==> src/hw/riscv_settings.svh <==
`ifndef RISCV_SETTINGS_SVH
`define RISCV_SETTINGS_SVH

// Datapath width
`define XLEN 32

// Byte address width shared by both memories (4 KB each)
`define ADDR_W 12

// Register index width, 32 architectural registers
`define REG_W 5

`endif

==> src/hw/isaPkg.sv <==
`default_nettype none

// RV32I encodings
package isaPkg;

	typedef enum logic [6:0] {
		OP     = 7'b0110011,
		OP_IMM = 7'b0010011,
		LUI    = 7'b0110111,
		AUIPC  = 7'b0010111,
		LOAD   = 7'b0000011,
		STORE  = 7'b0100011,
		BRANCH = 7'b1100011,
		JAL    = 7'b1101111,
		JALR   = 7'b1100111,
		SYSTEM = 7'b1110011
	} opcode_e;

	typedef enum logic [2:0] {
		BEQ  = 3'b000,
		BNE  = 3'b001,
		BLT  = 3'b100,
		BGE  = 3'b101,
		BLTU = 3'b110,
		BGEU = 3'b111
	} branchF3_e;

	typedef enum logic [2:0] {
		MEM_B  = 3'b000,
		MEM_H  = 3'b001,
		MEM_W  = 3'b010,
		MEM_BU = 3'b100,
		MEM_HU = 3'b101
	} memF3_e;

	// funct3 of OP and OP_IMM
	typedef enum logic [2:0] {
		F3_ADD  = 3'b000,
		F3_SLL  = 3'b001,
		F3_SLT  = 3'b010,
		F3_SLTU = 3'b011,
		F3_XOR  = 3'b100,
		F3_SR   = 3'b101, // SRL or SRA by funct7
		F3_OR   = 3'b110,
		F3_AND  = 3'b111
	} aluF3_e;

endpackage

`default_nettype wire

==> src/hw/corePkg.sv <==
`default_nettype none
`include "riscv_settings.svh"

package corePkg;

	typedef logic [`XLEN-1:0] word_t;
	typedef logic [`ADDR_W-1:0] addr_t;

	// Low ten are plain ALU ops, top six carry the branch compare
	typedef enum logic [3:0] {
		ALU_ADD, ALU_SUB, ALU_SLL, ALU_SLT, ALU_SLTU,
		ALU_XOR, ALU_SRL, ALU_SRA, ALU_OR, ALU_AND,
		ALU_BEQ, ALU_BNE, ALU_BLT, ALU_BGE, ALU_BLTU, ALU_BGEU
	} aluOp_e;

	typedef enum logic [2:0] {
		IMM_I, IMM_S, IMM_B, IMM_U, IMM_J
	} immKind_e;

	typedef enum logic [1:0] {
		WB_ALU, WB_MEM, WB_PC4, WB_IMM
	} wbSel_e;

	typedef enum logic [1:0] {
		PC_SEQ, PC_BRANCH, PC_JAL, PC_JALR
	} nextPc_e;

endpackage

`default_nettype wire

==> src/hw/controlDecoder.sv <==
`timescale 1ns/10ps
`default_nettype none

module controlDecoder (
	input corePkg::word_t instr,
	output corePkg::aluOp_e aluOp,
	output corePkg::immKind_e immKind,
	output corePkg::wbSel_e wbSel,
	output corePkg::nextPc_e nextPcSel,
	output logic aluSrcImm,
	output logic aluSrcPc,
	output logic regWrite,
	output logic memWrite,
	output logic memRead,
	output logic isHalt
	);

	import isaPkg::*;
	import corePkg::*;

	localparam word_t EBREAK_WORD = 32'h0010_0073;

	logic [2:0] funct3;

	assign funct3 = instr[14:12];

	// SUB only exists in OP, SRA in both
	function automatic aluOp_e aluFromF3(input logic [2:0] f3, input logic alt, input logic isReg);
		aluOp_e op;
		case (aluF3_e'(f3))
			F3_ADD: op = (alt && isReg) ? ALU_SUB : ALU_ADD;
			F3_SLL: op = ALU_SLL;
			F3_SLT: op = ALU_SLT;
			F3_SLTU: op = ALU_SLTU;
			F3_XOR: op = ALU_XOR;
			F3_SR: op = alt ? ALU_SRA : ALU_SRL;
			F3_OR: op = ALU_OR;
			default: op = ALU_AND;
		endcase
		return op;
	endfunction

	always_comb begin
		aluOp = ALU_ADD;
		immKind = IMM_I;
		wbSel = WB_ALU;
		nextPcSel = PC_SEQ;
		aluSrcImm = 1'b0;
		aluSrcPc = 1'b0;
		regWrite = 1'b0;
		memWrite = 1'b0;
		memRead = 1'b0;
		isHalt = 1'b0;
		case (opcode_e'(instr[6:0]))
			OP: begin
				regWrite = 1'b1;
				aluOp = aluFromF3(funct3, instr[30], 1'b1);
			end
			OP_IMM: begin
				regWrite = 1'b1;
				aluSrcImm = 1'b1;
				aluOp = aluFromF3(funct3, instr[30], 1'b0);
			end
			LUI: begin
				regWrite = 1'b1;
				immKind = IMM_U;
				wbSel = WB_IMM;
			end
			AUIPC: begin
				regWrite = 1'b1;
				immKind = IMM_U;
				aluSrcPc = 1'b1;
				aluSrcImm = 1'b1;
			end
			LOAD: begin
				regWrite = 1'b1;
				memRead = 1'b1;
				aluSrcImm = 1'b1;
				wbSel = WB_MEM;
			end
			STORE: begin
				memWrite = 1'b1;
				aluSrcImm = 1'b1;
				immKind = IMM_S;
			end
			BRANCH: begin
				immKind = IMM_B;
				nextPcSel = PC_BRANCH;
				case (branchF3_e'(funct3))
					BEQ: aluOp = ALU_BEQ;
					BNE: aluOp = ALU_BNE;
					BLT: aluOp = ALU_BLT;
					BGE: aluOp = ALU_BGE;
					BLTU: aluOp = ALU_BLTU;
					BGEU: aluOp = ALU_BGEU;
					default: nextPcSel = PC_SEQ; // Reserved funct3, falls through
				endcase
			end
			JAL: begin
				regWrite = 1'b1;
				immKind = IMM_J;
				wbSel = WB_PC4;
				nextPcSel = PC_JAL;
			end
			JALR: begin
				regWrite = 1'b1;
				wbSel = WB_PC4;
				nextPcSel = PC_JALR;
			end
			SYSTEM: isHalt = (instr == EBREAK_WORD); // Only EBREAK acts
			default: ;
		endcase
	end

endmodule

`default_nettype wire

==> src/hw/immGen.sv <==
`timescale 1ns/10ps
`default_nettype none

module immGen (
	input corePkg::word_t instr,
	input corePkg::immKind_e immKind,
	output corePkg::word_t imm
	);

	import corePkg::*;

	logic sign;

	assign sign = instr[31];

	always_comb begin
		case (immKind)
			IMM_S: imm = {{20{sign}}, instr[31:25], instr[11:7]};
			IMM_B: imm = {{19{sign}}, instr[31], instr[7], instr[30:25], instr[11:8], 1'b0};
			IMM_U: imm = {instr[31:12], 12'b0};
			IMM_J: imm = {{11{sign}}, instr[31], instr[19:12], instr[20], instr[30:21], 1'b0};
			default: imm = {{20{sign}}, instr[31:20]}; // I format
		endcase
	end

endmodule

`default_nettype wire

==> src/hw/alu.sv <==
`timescale 1ns/10ps
`default_nettype none

module alu (
	input corePkg::word_t a,
	input corePkg::word_t b,
	input corePkg::aluOp_e aluOp,
	output corePkg::word_t result,
	output logic branchTaken
	);

	import corePkg::*;

	logic [4:0] shamt;
	logic lessSigned;
	logic lessUnsigned;

	assign shamt = b[4:0];
	assign lessSigned = $signed(a) < $signed(b);
	assign lessUnsigned = a < b;

	always_comb begin
		case (aluOp)
			ALU_ADD: result = a + b;
			ALU_SLL: result = a << shamt;
			ALU_SLT: result = {31'b0, lessSigned};
			ALU_SLTU: result = {31'b0, lessUnsigned};
			ALU_XOR: result = a ^ b;
			ALU_SRL: result = a >> shamt;
			ALU_SRA: result = $signed(a) >>> shamt;
			ALU_OR: result = a | b;
			ALU_AND: result = a & b;
			default: result = a - b; // SUB and all compares
		endcase
	end

	always_comb begin
		case (aluOp)
			ALU_BEQ: branchTaken = (a == b);
			ALU_BNE: branchTaken = (a != b);
			ALU_BLT: branchTaken = lessSigned;
			ALU_BGE: branchTaken = !lessSigned;
			ALU_BLTU: branchTaken = lessUnsigned;
			ALU_BGEU: branchTaken = !lessUnsigned;
			default: branchTaken = 1'b0;
		endcase
	end

endmodule

`default_nettype wire

==> src/hw/pcUnit.sv <==
`timescale 1ns/10ps
`default_nettype none
`include "riscv_settings.svh"

module pcUnit (
	input logic CLK,
	input logic RSTn,
	input corePkg::nextPc_e nextPcSel,
	input logic branchTaken,
	input corePkg::word_t imm,
	input corePkg::word_t jalrBase,
	input logic isHalt,
	output corePkg::addr_t pc,
	output corePkg::word_t pcPlus4,
	output logic HALT,
	output corePkg::word_t NUM_INST
	);

	import corePkg::*;

	logic haltQ;
	word_t pcTarget;
	word_t jalrTarget;
	word_t nextPc;

	assign pcPlus4 = word_t'(pc) + 32'd4;
	assign pcTarget = word_t'(pc) + imm; // Branch and JAL
	assign jalrTarget = (jalrBase + imm) & ~32'd1;
	assign HALT = haltQ | isHalt; // High already in the EBREAK cycle

	always_comb begin
		case (nextPcSel)
			PC_BRANCH: nextPc = branchTaken ? pcTarget : pcPlus4;
			PC_JAL: nextPc = pcTarget;
			PC_JALR: nextPc = jalrTarget;
			default: nextPc = pcPlus4;
		endcase
	end

	always_ff @(posedge CLK) begin
		if (RSTn) begin
			pc <= '0;
			NUM_INST <= '0;
			haltQ <= 1'b0;
		end else begin
			haltQ <= HALT;
			if (!HALT) begin
				pc <= nextPc[`ADDR_W-1:0];
				NUM_INST <= NUM_INST + 32'd1;
			end
		end
	end

	assert property (@(posedge CLK) disable iff (RSTn) pc[1:0] == 2'b00);

endmodule

`default_nettype wire

==> src/hw/lsuAlign.sv <==
`timescale 1ns/10ps
`default_nettype none

module lsuAlign (
	input logic [1:0] addrLow,
	input isaPkg::memF3_e funct3,
	input logic memWrite,
	input corePkg::word_t storeData,
	input corePkg::word_t memReadData,
	output logic [3:0] byteEnable,
	output corePkg::word_t writeData,
	output corePkg::word_t loadData
	);

	import isaPkg::*;
	import corePkg::*;

	logic [7:0] loadByte;
	logic [15:0] loadHalf;

	assign loadByte = memReadData[8*addrLow +: 8];
	assign loadHalf = addrLow[1] ? memReadData[31:16] : memReadData[15:0];

	always_comb begin
		case (funct3)
			MEM_B, MEM_BU: begin
				writeData = {4{storeData[7:0]}};
				byteEnable = 4'b0001 << addrLow;
			end
			MEM_H, MEM_HU: begin
				writeData = {2{storeData[15:0]}};
				byteEnable = addrLow[1] ? 4'b1100 : 4'b0011;
			end
			default: begin
				writeData = storeData;
				byteEnable = 4'b1111;
			end
		endcase
		if (!memWrite)
			byteEnable = 4'b0000; // Lanes only on stores
	end

	always_comb begin
		case (funct3)
			MEM_B: loadData = {{24{loadByte[7]}}, loadByte};
			MEM_BU: loadData = {24'b0, loadByte};
			MEM_H: loadData = {{16{loadHalf[15]}}, loadHalf};
			MEM_HU: loadData = {16'b0, loadHalf};
			default: loadData = memReadData;
		endcase
	end

endmodule

`default_nettype wire

==> src/hw/RISCV_TOP.sv <==
`timescale 1ns/10ps
`default_nettype none
`include "riscv_settings.svh"

module RISCV_TOP (
	input logic CLK,
	input logic RSTn,

	output logic I_MEM_CSN,
	input corePkg::word_t I_MEM_DI,
	output corePkg::addr_t I_MEM_ADDR, // Byte address

	output logic D_MEM_CSN,
	input corePkg::word_t D_MEM_DI,
	output corePkg::word_t D_MEM_DOUT, // Lane replicated
	output corePkg::addr_t D_MEM_ADDR, // Byte address
	output logic D_MEM_WEN,
	output logic [3:0] D_MEM_BE,

	output logic RF_WE,
	output logic [`REG_W-1:0] RF_RA1,
	output logic [`REG_W-1:0] RF_RA2,
	output logic [`REG_W-1:0] RF_WA1,
	input corePkg::word_t RF_RD1,
	input corePkg::word_t RF_RD2,
	output corePkg::word_t RF_WD,
	output logic HALT,
	output corePkg::word_t NUM_INST,
	output corePkg::word_t OUTPUT_PORT
	);

	import isaPkg::*;
	import corePkg::*;

	aluOp_e aluOp;
	immKind_e immKind;
	wbSel_e wbSel;
	nextPc_e nextPcSel;
	logic aluSrcImm, aluSrcPc;
	logic regWrite, memWrite, memRead, isHalt;
	logic branchTaken;
	logic commitOk;
	word_t imm, opA, opB, aluResult, pcPlus4, loadData;

	assign RF_RA1 = I_MEM_DI[19:15];
	assign RF_RA2 = I_MEM_DI[24:20];
	assign RF_WA1 = I_MEM_DI[11:7];

	controlDecoder u_decoder (
		.instr(I_MEM_DI), .aluOp(aluOp), .immKind(immKind), .wbSel(wbSel),
		.nextPcSel(nextPcSel), .aluSrcImm(aluSrcImm), .aluSrcPc(aluSrcPc),
		.regWrite(regWrite), .memWrite(memWrite), .memRead(memRead), .isHalt(isHalt)
	);

	immGen u_immGen (.instr(I_MEM_DI), .immKind(immKind), .imm(imm));

	assign opA = aluSrcPc ? word_t'(I_MEM_ADDR) : RF_RD1;
	assign opB = aluSrcImm ? imm : RF_RD2;

	alu u_alu (
		.a(opA), .b(opB), .aluOp(aluOp), .result(aluResult), .branchTaken(branchTaken)
	);

	pcUnit u_pc (
		.CLK(CLK), .RSTn(RSTn), .nextPcSel(nextPcSel), .branchTaken(branchTaken),
		.imm(imm), .jalrBase(RF_RD1), .isHalt(isHalt), .pc(I_MEM_ADDR),
		.pcPlus4(pcPlus4), .HALT(HALT), .NUM_INST(NUM_INST)
	);

	assign D_MEM_ADDR = aluResult[`ADDR_W-1:0];

	lsuAlign u_lsu (
		.addrLow(aluResult[1:0]), .funct3(memF3_e'(I_MEM_DI[14:12])), .memWrite(memWrite),
		.storeData(RF_RD2), .memReadData(D_MEM_DI), .byteEnable(D_MEM_BE),
		.writeData(D_MEM_DOUT), .loadData(loadData)
	);

	always_comb begin
		case (wbSel)
			WB_MEM: RF_WD = loadData;
			WB_PC4: RF_WD = pcPlus4; // Link value
			WB_IMM: RF_WD = imm;
			default: RF_WD = aluResult;
		endcase
	end

	// No commits in reset or after EBREAK
	assign commitOk = !RSTn && !HALT;
	assign RF_WE = regWrite && commitOk;
	assign D_MEM_WEN = !(memWrite && commitOk);
	assign I_MEM_CSN = RSTn;
	assign D_MEM_CSN = RSTn || !(memRead || memWrite);
	assign OUTPUT_PORT = RF_WD;

	// Misaligned data accesses are unsupported
	assert property (@(posedge CLK) disable iff (RSTn)
		(memRead || memWrite) && I_MEM_DI[13] |-> aluResult[1:0] == 2'b00);
	assert property (@(posedge CLK) disable iff (RSTn)
		(memRead || memWrite) && I_MEM_DI[12] |-> !aluResult[0]);

endmodule

`default_nettype wire

==> config.mk <==
export PLATFORM = sky130hd
export DESIGN_NAME = RISCV_TOP
export DESIGN_NICKNAME = d
export VERILOG_FILES = /design/src/hw/isaPkg.sv /design/src/hw/corePkg.sv /design/src/hw/controlDecoder.sv /design/src/hw/immGen.sv /design/src/hw/alu.sv /design/src/hw/pcUnit.sv /design/src/hw/lsuAlign.sv /design/src/hw/RISCV_TOP.sv
export VERILOG_INCLUDE_DIRS = /design/src /design/src/hw
export SDC_FILE = /design/constraint.sdc
export NUM_CORES = 1
export LEC_CHECK = 0
export BUFFER_PORTS_ARGS = -buffer_cell sky130_fd_sc_hd__clkbuf_2
export CAP_MARGIN = 25
export CORE_ASPECT_RATIO = 0.5
export CORE_UTILIZATION = 23
export CTS_BUF_LIST = sky130_fd_sc_hd__clkbuf_8
export DETAILED_ROUTE_END_ITERATION = 7
export PLACE_DENSITY = 0.37
export SLEW_MARGIN = 0
export SYNTH_ARGS = -nofsm -noshare
export SYNTH_HDL_FRONTEND = slang
export SYNTH_SLANG_ARGS = --single-unit
export TNS_END_PERCENT = 20
==> constraint.sdc <==
create_clock -name CLK -period 12.6 [get_ports CLK]
set_clock_uncertainty 0.15 [all_clocks]
set_input_delay 1.89 -clock CLK [delete_from_list [all_inputs] [get_ports CLK]]
set_output_delay 1.89 -clock CLK [all_outputs]
set_load 0.03 [all_outputs]
==> impl_results.md <==
* Mapped Cells at 2440
* NetSw at 0.000767 W
* Core area at 67700 um2
* NumNets Final at 2866
* RSZ-0062 raised after global routing: no
* Place WS at 1210 ps
* Reg power frac at a little under an eighth
* FF/Latch Area at 901 um2
* Final design utilization at 26.9%
* Status: complete, no violations
* PnR worst setup slack at 1430 ps
* Via density at between 5 and 6
* Global-route wire length before repair at 148 mm
* TNS Setup at 0 ps
* Mapped Area at 15900 um2
* Crit path required time at 10560 ps
* Initial antenna violation count at 3
* Largest net degree at the start of global routing at 65
* Initial cell density of the core at 23.5%
* Final Cycle Share at 88.7%
* Crit path DAT at 9130 ps
* CP top delay family: compound AO/OA/AOI/OAI gates
* Register area share after synthesis at between 5 and 6%
* Detailed-route via count at approximately 21000
* Max incr delay on CP at 810 ps
* Worst Hold Class: reg2reg
* Routed WL per cell at 30.3 um
* Avg Cell Area, Syn at 6.53 um2
* Post-CTS Resized at 0
* Worst-path clk slew at 90 ps
* CP endpoint kind: output pin
* Area of the multi-input gates at 13500 um2
* Post-route ant nets at 0
* Ys async rst share at 0%
* Syn Nets at 2699
* Maximum clock frequency at 89.5 MHz
* Vias in the first global route at 19200
* Number of H-tree levels at 2
* Switch share at 60.5%
* Int Pwr at 0.000500 W
* Critical path, cell by cell: clkbuf_2 -> and3b_1 -> and2_1 -> nor2_1 -> a21oi_1 -> o21ai_0 -> ha_1 -> or4_1 -> o311ai_1 -> buf_2 -> or4_1 -> o21ai_0 -> a211o_1 -> or4_1 -> o21ai_1 -> a211oi_1 -> o311ai_4 -> a31oi_1 -> clkbuf_2
* Clk pwr share at 9.2%
* Final Hold Fails at 0
* Share of cells above drive strength 1 at between 10% and 20%
* Shortest period the worst path allows at 11170 ps
* Layout area overhead at 14.4%
* Die width at 374 um
* Max Root-Sink Buffers at 2
* Total design power at 0.00127 W
* Yosys warns at 0
* Slew Viols, Final at 0
* Count of final setup violators at 0
* Crit path max fanout at 16
* 1st-iter DRT viols at 2798
* Leak at around 8 nW
* DP HPWL at between 80 and 90 mm
* Buf/Inv on CP at 3
* Crit path top cell by count: or4_1
* CP Launch Type: primary input
* # diodes at 0
* PortBufs at 305
* Setup repair bufs after CTS at 0
* Filler cells at between 7000 and 8000
* Num CTS Buffers at 5
* Clk_lat worst skew at ~310 ps
* CTS Hold Buffers Added at 0
* Die Ht at 188 um
* Comb pwr share at between 70% and 80%
* CTS Root Cell: clkbuf_8
* GPL Wtd Cong at 1.03
* Peak supply drop at 0.0643 mV
* Worst-Margin Slew at 1150 ps
* Die ar. at 70400 um2
* Netlist cell types at 96
* CTS tree: yes
* First-pass DRT Iterations at 6
* Yosys reg bits at 45
* Power Density at 69.5 nW/um2
* I/O pins at 306
* Max_cap viols at 0
* Tot GR Track Use at 28.6%
* Top_reg_cell synth: dfxtp_1
* Num rows at 67
* GRT overflow at 0
* Slowest CP cell: o311ai_4
* DRC violation count after routing at 0
* Crit path kind: in2out
* Slew HR at between 20% and 30%
* CTS sink count at 45
* WL final at between 100 and 150 mm
* EDFF count, synth at 0
-- flip-flops by register name, indices dropped and copies added (netlist names) --
name           cells
u_pc.haltQ         1
u_pc.NUM_INST     32
u_pc.pc           12
-- worst register-to-register path, cell delays in order, from the launching register on --
cell and delay [ps]:
dfxtp_1 450, nand3_1 170, o21ai_0 330, inv_1 190, ha_1 190, inv_1 60
fa_1 440, nor2b_1 170, o221ai_1 240, a211oi_1 160, o21ai_0 660, a211oi_1 220
nor2_1 730, mux2i_1 180, o21a_1 320, o21ai_1 690, inv_1 100, a2bb2oi_1 150
a311oi_1 280
-- path summary, 6_finish.rpt --
check | start | end | slack, ps | cells after the start
min | u_pc.NUM_INST[31]$_SDFFE_PP0N_ | u_pc.NUM_INST[31]$_SDFFE_PP0N_ | 340 | 2
max | I_MEM_DI[6] | OUTPUT_PORT[20] | 1430 | 19
max reg2reg | u_pc.pc[0]$_SDFFE_PP0P_ | u_pc.pc[10]$_SDFFE_PP0N_ | 6650 | 18
min reg2reg | u_pc.NUM_INST[31]$_SDFFE_PP0N_ | u_pc.NUM_INST[31]$_SDFFE_PP0N_ | 340 | 2
-- cell type report --
cell class                 instances  share of cell area [%]
timing repair buffer             384                    11.6
multi-input combinational       2040                    73.9
inverter                         131                    2.73
sequential                        45                    4.94
clock inverter                     2                   0.185
tap                              897                    6.16
clock buffer                       6                   0.453
-- synthesized netlist by cell type (12+ instances only) --
library cell  number  area share, %
nor2_1           211            5.0
a21oi_1          240            7.5
a221oi_1          17           0.93
buf_4             56            2.6
o211ai_1          44            2.1
nand3_1           87            2.7
nand2_1          225            5.3
o22ai_1           22           0.86
nand2b_1          16           0.63
a22oi_1           22            1.0
inv_1            124            2.9
nor2b_1           25           0.98
clkbuf_1         113            2.7
mux2_2            42            3.0
xor2_1            33            1.8
nand4_1           18           0.71
or3_1             25           0.98
and3_1            38            1.5
ha_1             125            9.8
a22o_1            12           0.66
or2_2             15           0.59
xnor2_1           38            2.1
dfxtp_1           45            5.7
a21o_1            40            1.9
buf_1             33           0.78
nor4_1            17           0.67
o21a_1            16           0.75
o31ai_1           18           0.85
o21ai_0          201            6.3
a211oi_1          55            2.6
nor3_1            56            1.8
buf_2             20           0.63
a31oi_1           38            1.5
o21bai_1          22            1.0
o221ai_1          19            1.0
and2_1            20           0.79
mux2i_1           68            4.3
-- power groups by stage --
| stage | registers [W] | clock network [W] | logic (W) |
|---|---|---|---|
| after floorplan | 0.000154 | 0 | 0.000625 |
| after global placement | 0.000153 | 0 | 0.000979 |
| after detailed placement | 0.000153 | 0 | 0.000969 |
| after CTS | 0.000150 | 0.000121 | 0.000973 |
| after global routing | 0.000150 | 0.000125 | 0.00104 |
| final | 0.000150 | 0.000117 | 0.00100 |
-- placed cells by master (no fill, tap or decap), drive strengths merged, types with 33 or more instances in the layout --
| cell type | count |
|---|---|
| a211oi | 55 |
| a21o | 40 |
| a21oi | 242 |
| a31oi | 39 |
| and3 | 38 |
| buf | 78 |
| clkbuf | 311 |
| dfxtp | 45 |
| ha | 125 |
| inv | 131 |
| mux2 | 42 |
| mux2i | 68 |
| nand2 | 226 |
| nand3 | 87 |
| nor2 | 213 |
| nor3 | 56 |
| o211ai | 44 |
| o21ai | 208 |
| xnor2 | 38 |
| xor2 | 33 |
-- through the flow --
| step | cells | cell area (um2) | hold WS [ps] |
|---|---|---|---|
| floorplan | 2440 | 15900 | 431 |
| global placement | 3494 | 18100 | 327 |
| detailed placement | 3496 | 18100 | 337 |
| CTS | 3504 | 18200 | 347 |
| global route | 3505 | 18200 | 385 |
| finish | 3505 | 18200 | 340 |
-- per-layer routing --
layer / track usage (%) / wire length [um] / share of wire [%] / vias up
met4: 9.68 / 4080 / 3.8 / 4
met2: 43.3 / 45000 / 42 / 1116
met5: 0 / 27 / 0.025 / -
met1: 41.3 / 48200 / 45 / 10300
li1: - / - / - / 9349
met3: 3.65 / 8910 / 8.4 / 161
-- cells by family after synthesis --
| logic type | count (synthesis) | synth area share, % |
|---|---|---|
| and+or+nand+nor | 807 | 24.6 |
| AOI/OAI and AO/OA | 921 | 38.0 |
| adders and majority gates | 129 | 10.3 |
| xor gates and xnor gates | 71 | 3.90 |
| buffers and inverters | 355 | 9.97 |
| muxes | 112 | 7.53 |
| DFF | 45 | 5.66 |
No activity file was read; power rests on OpenSTA's default activity.
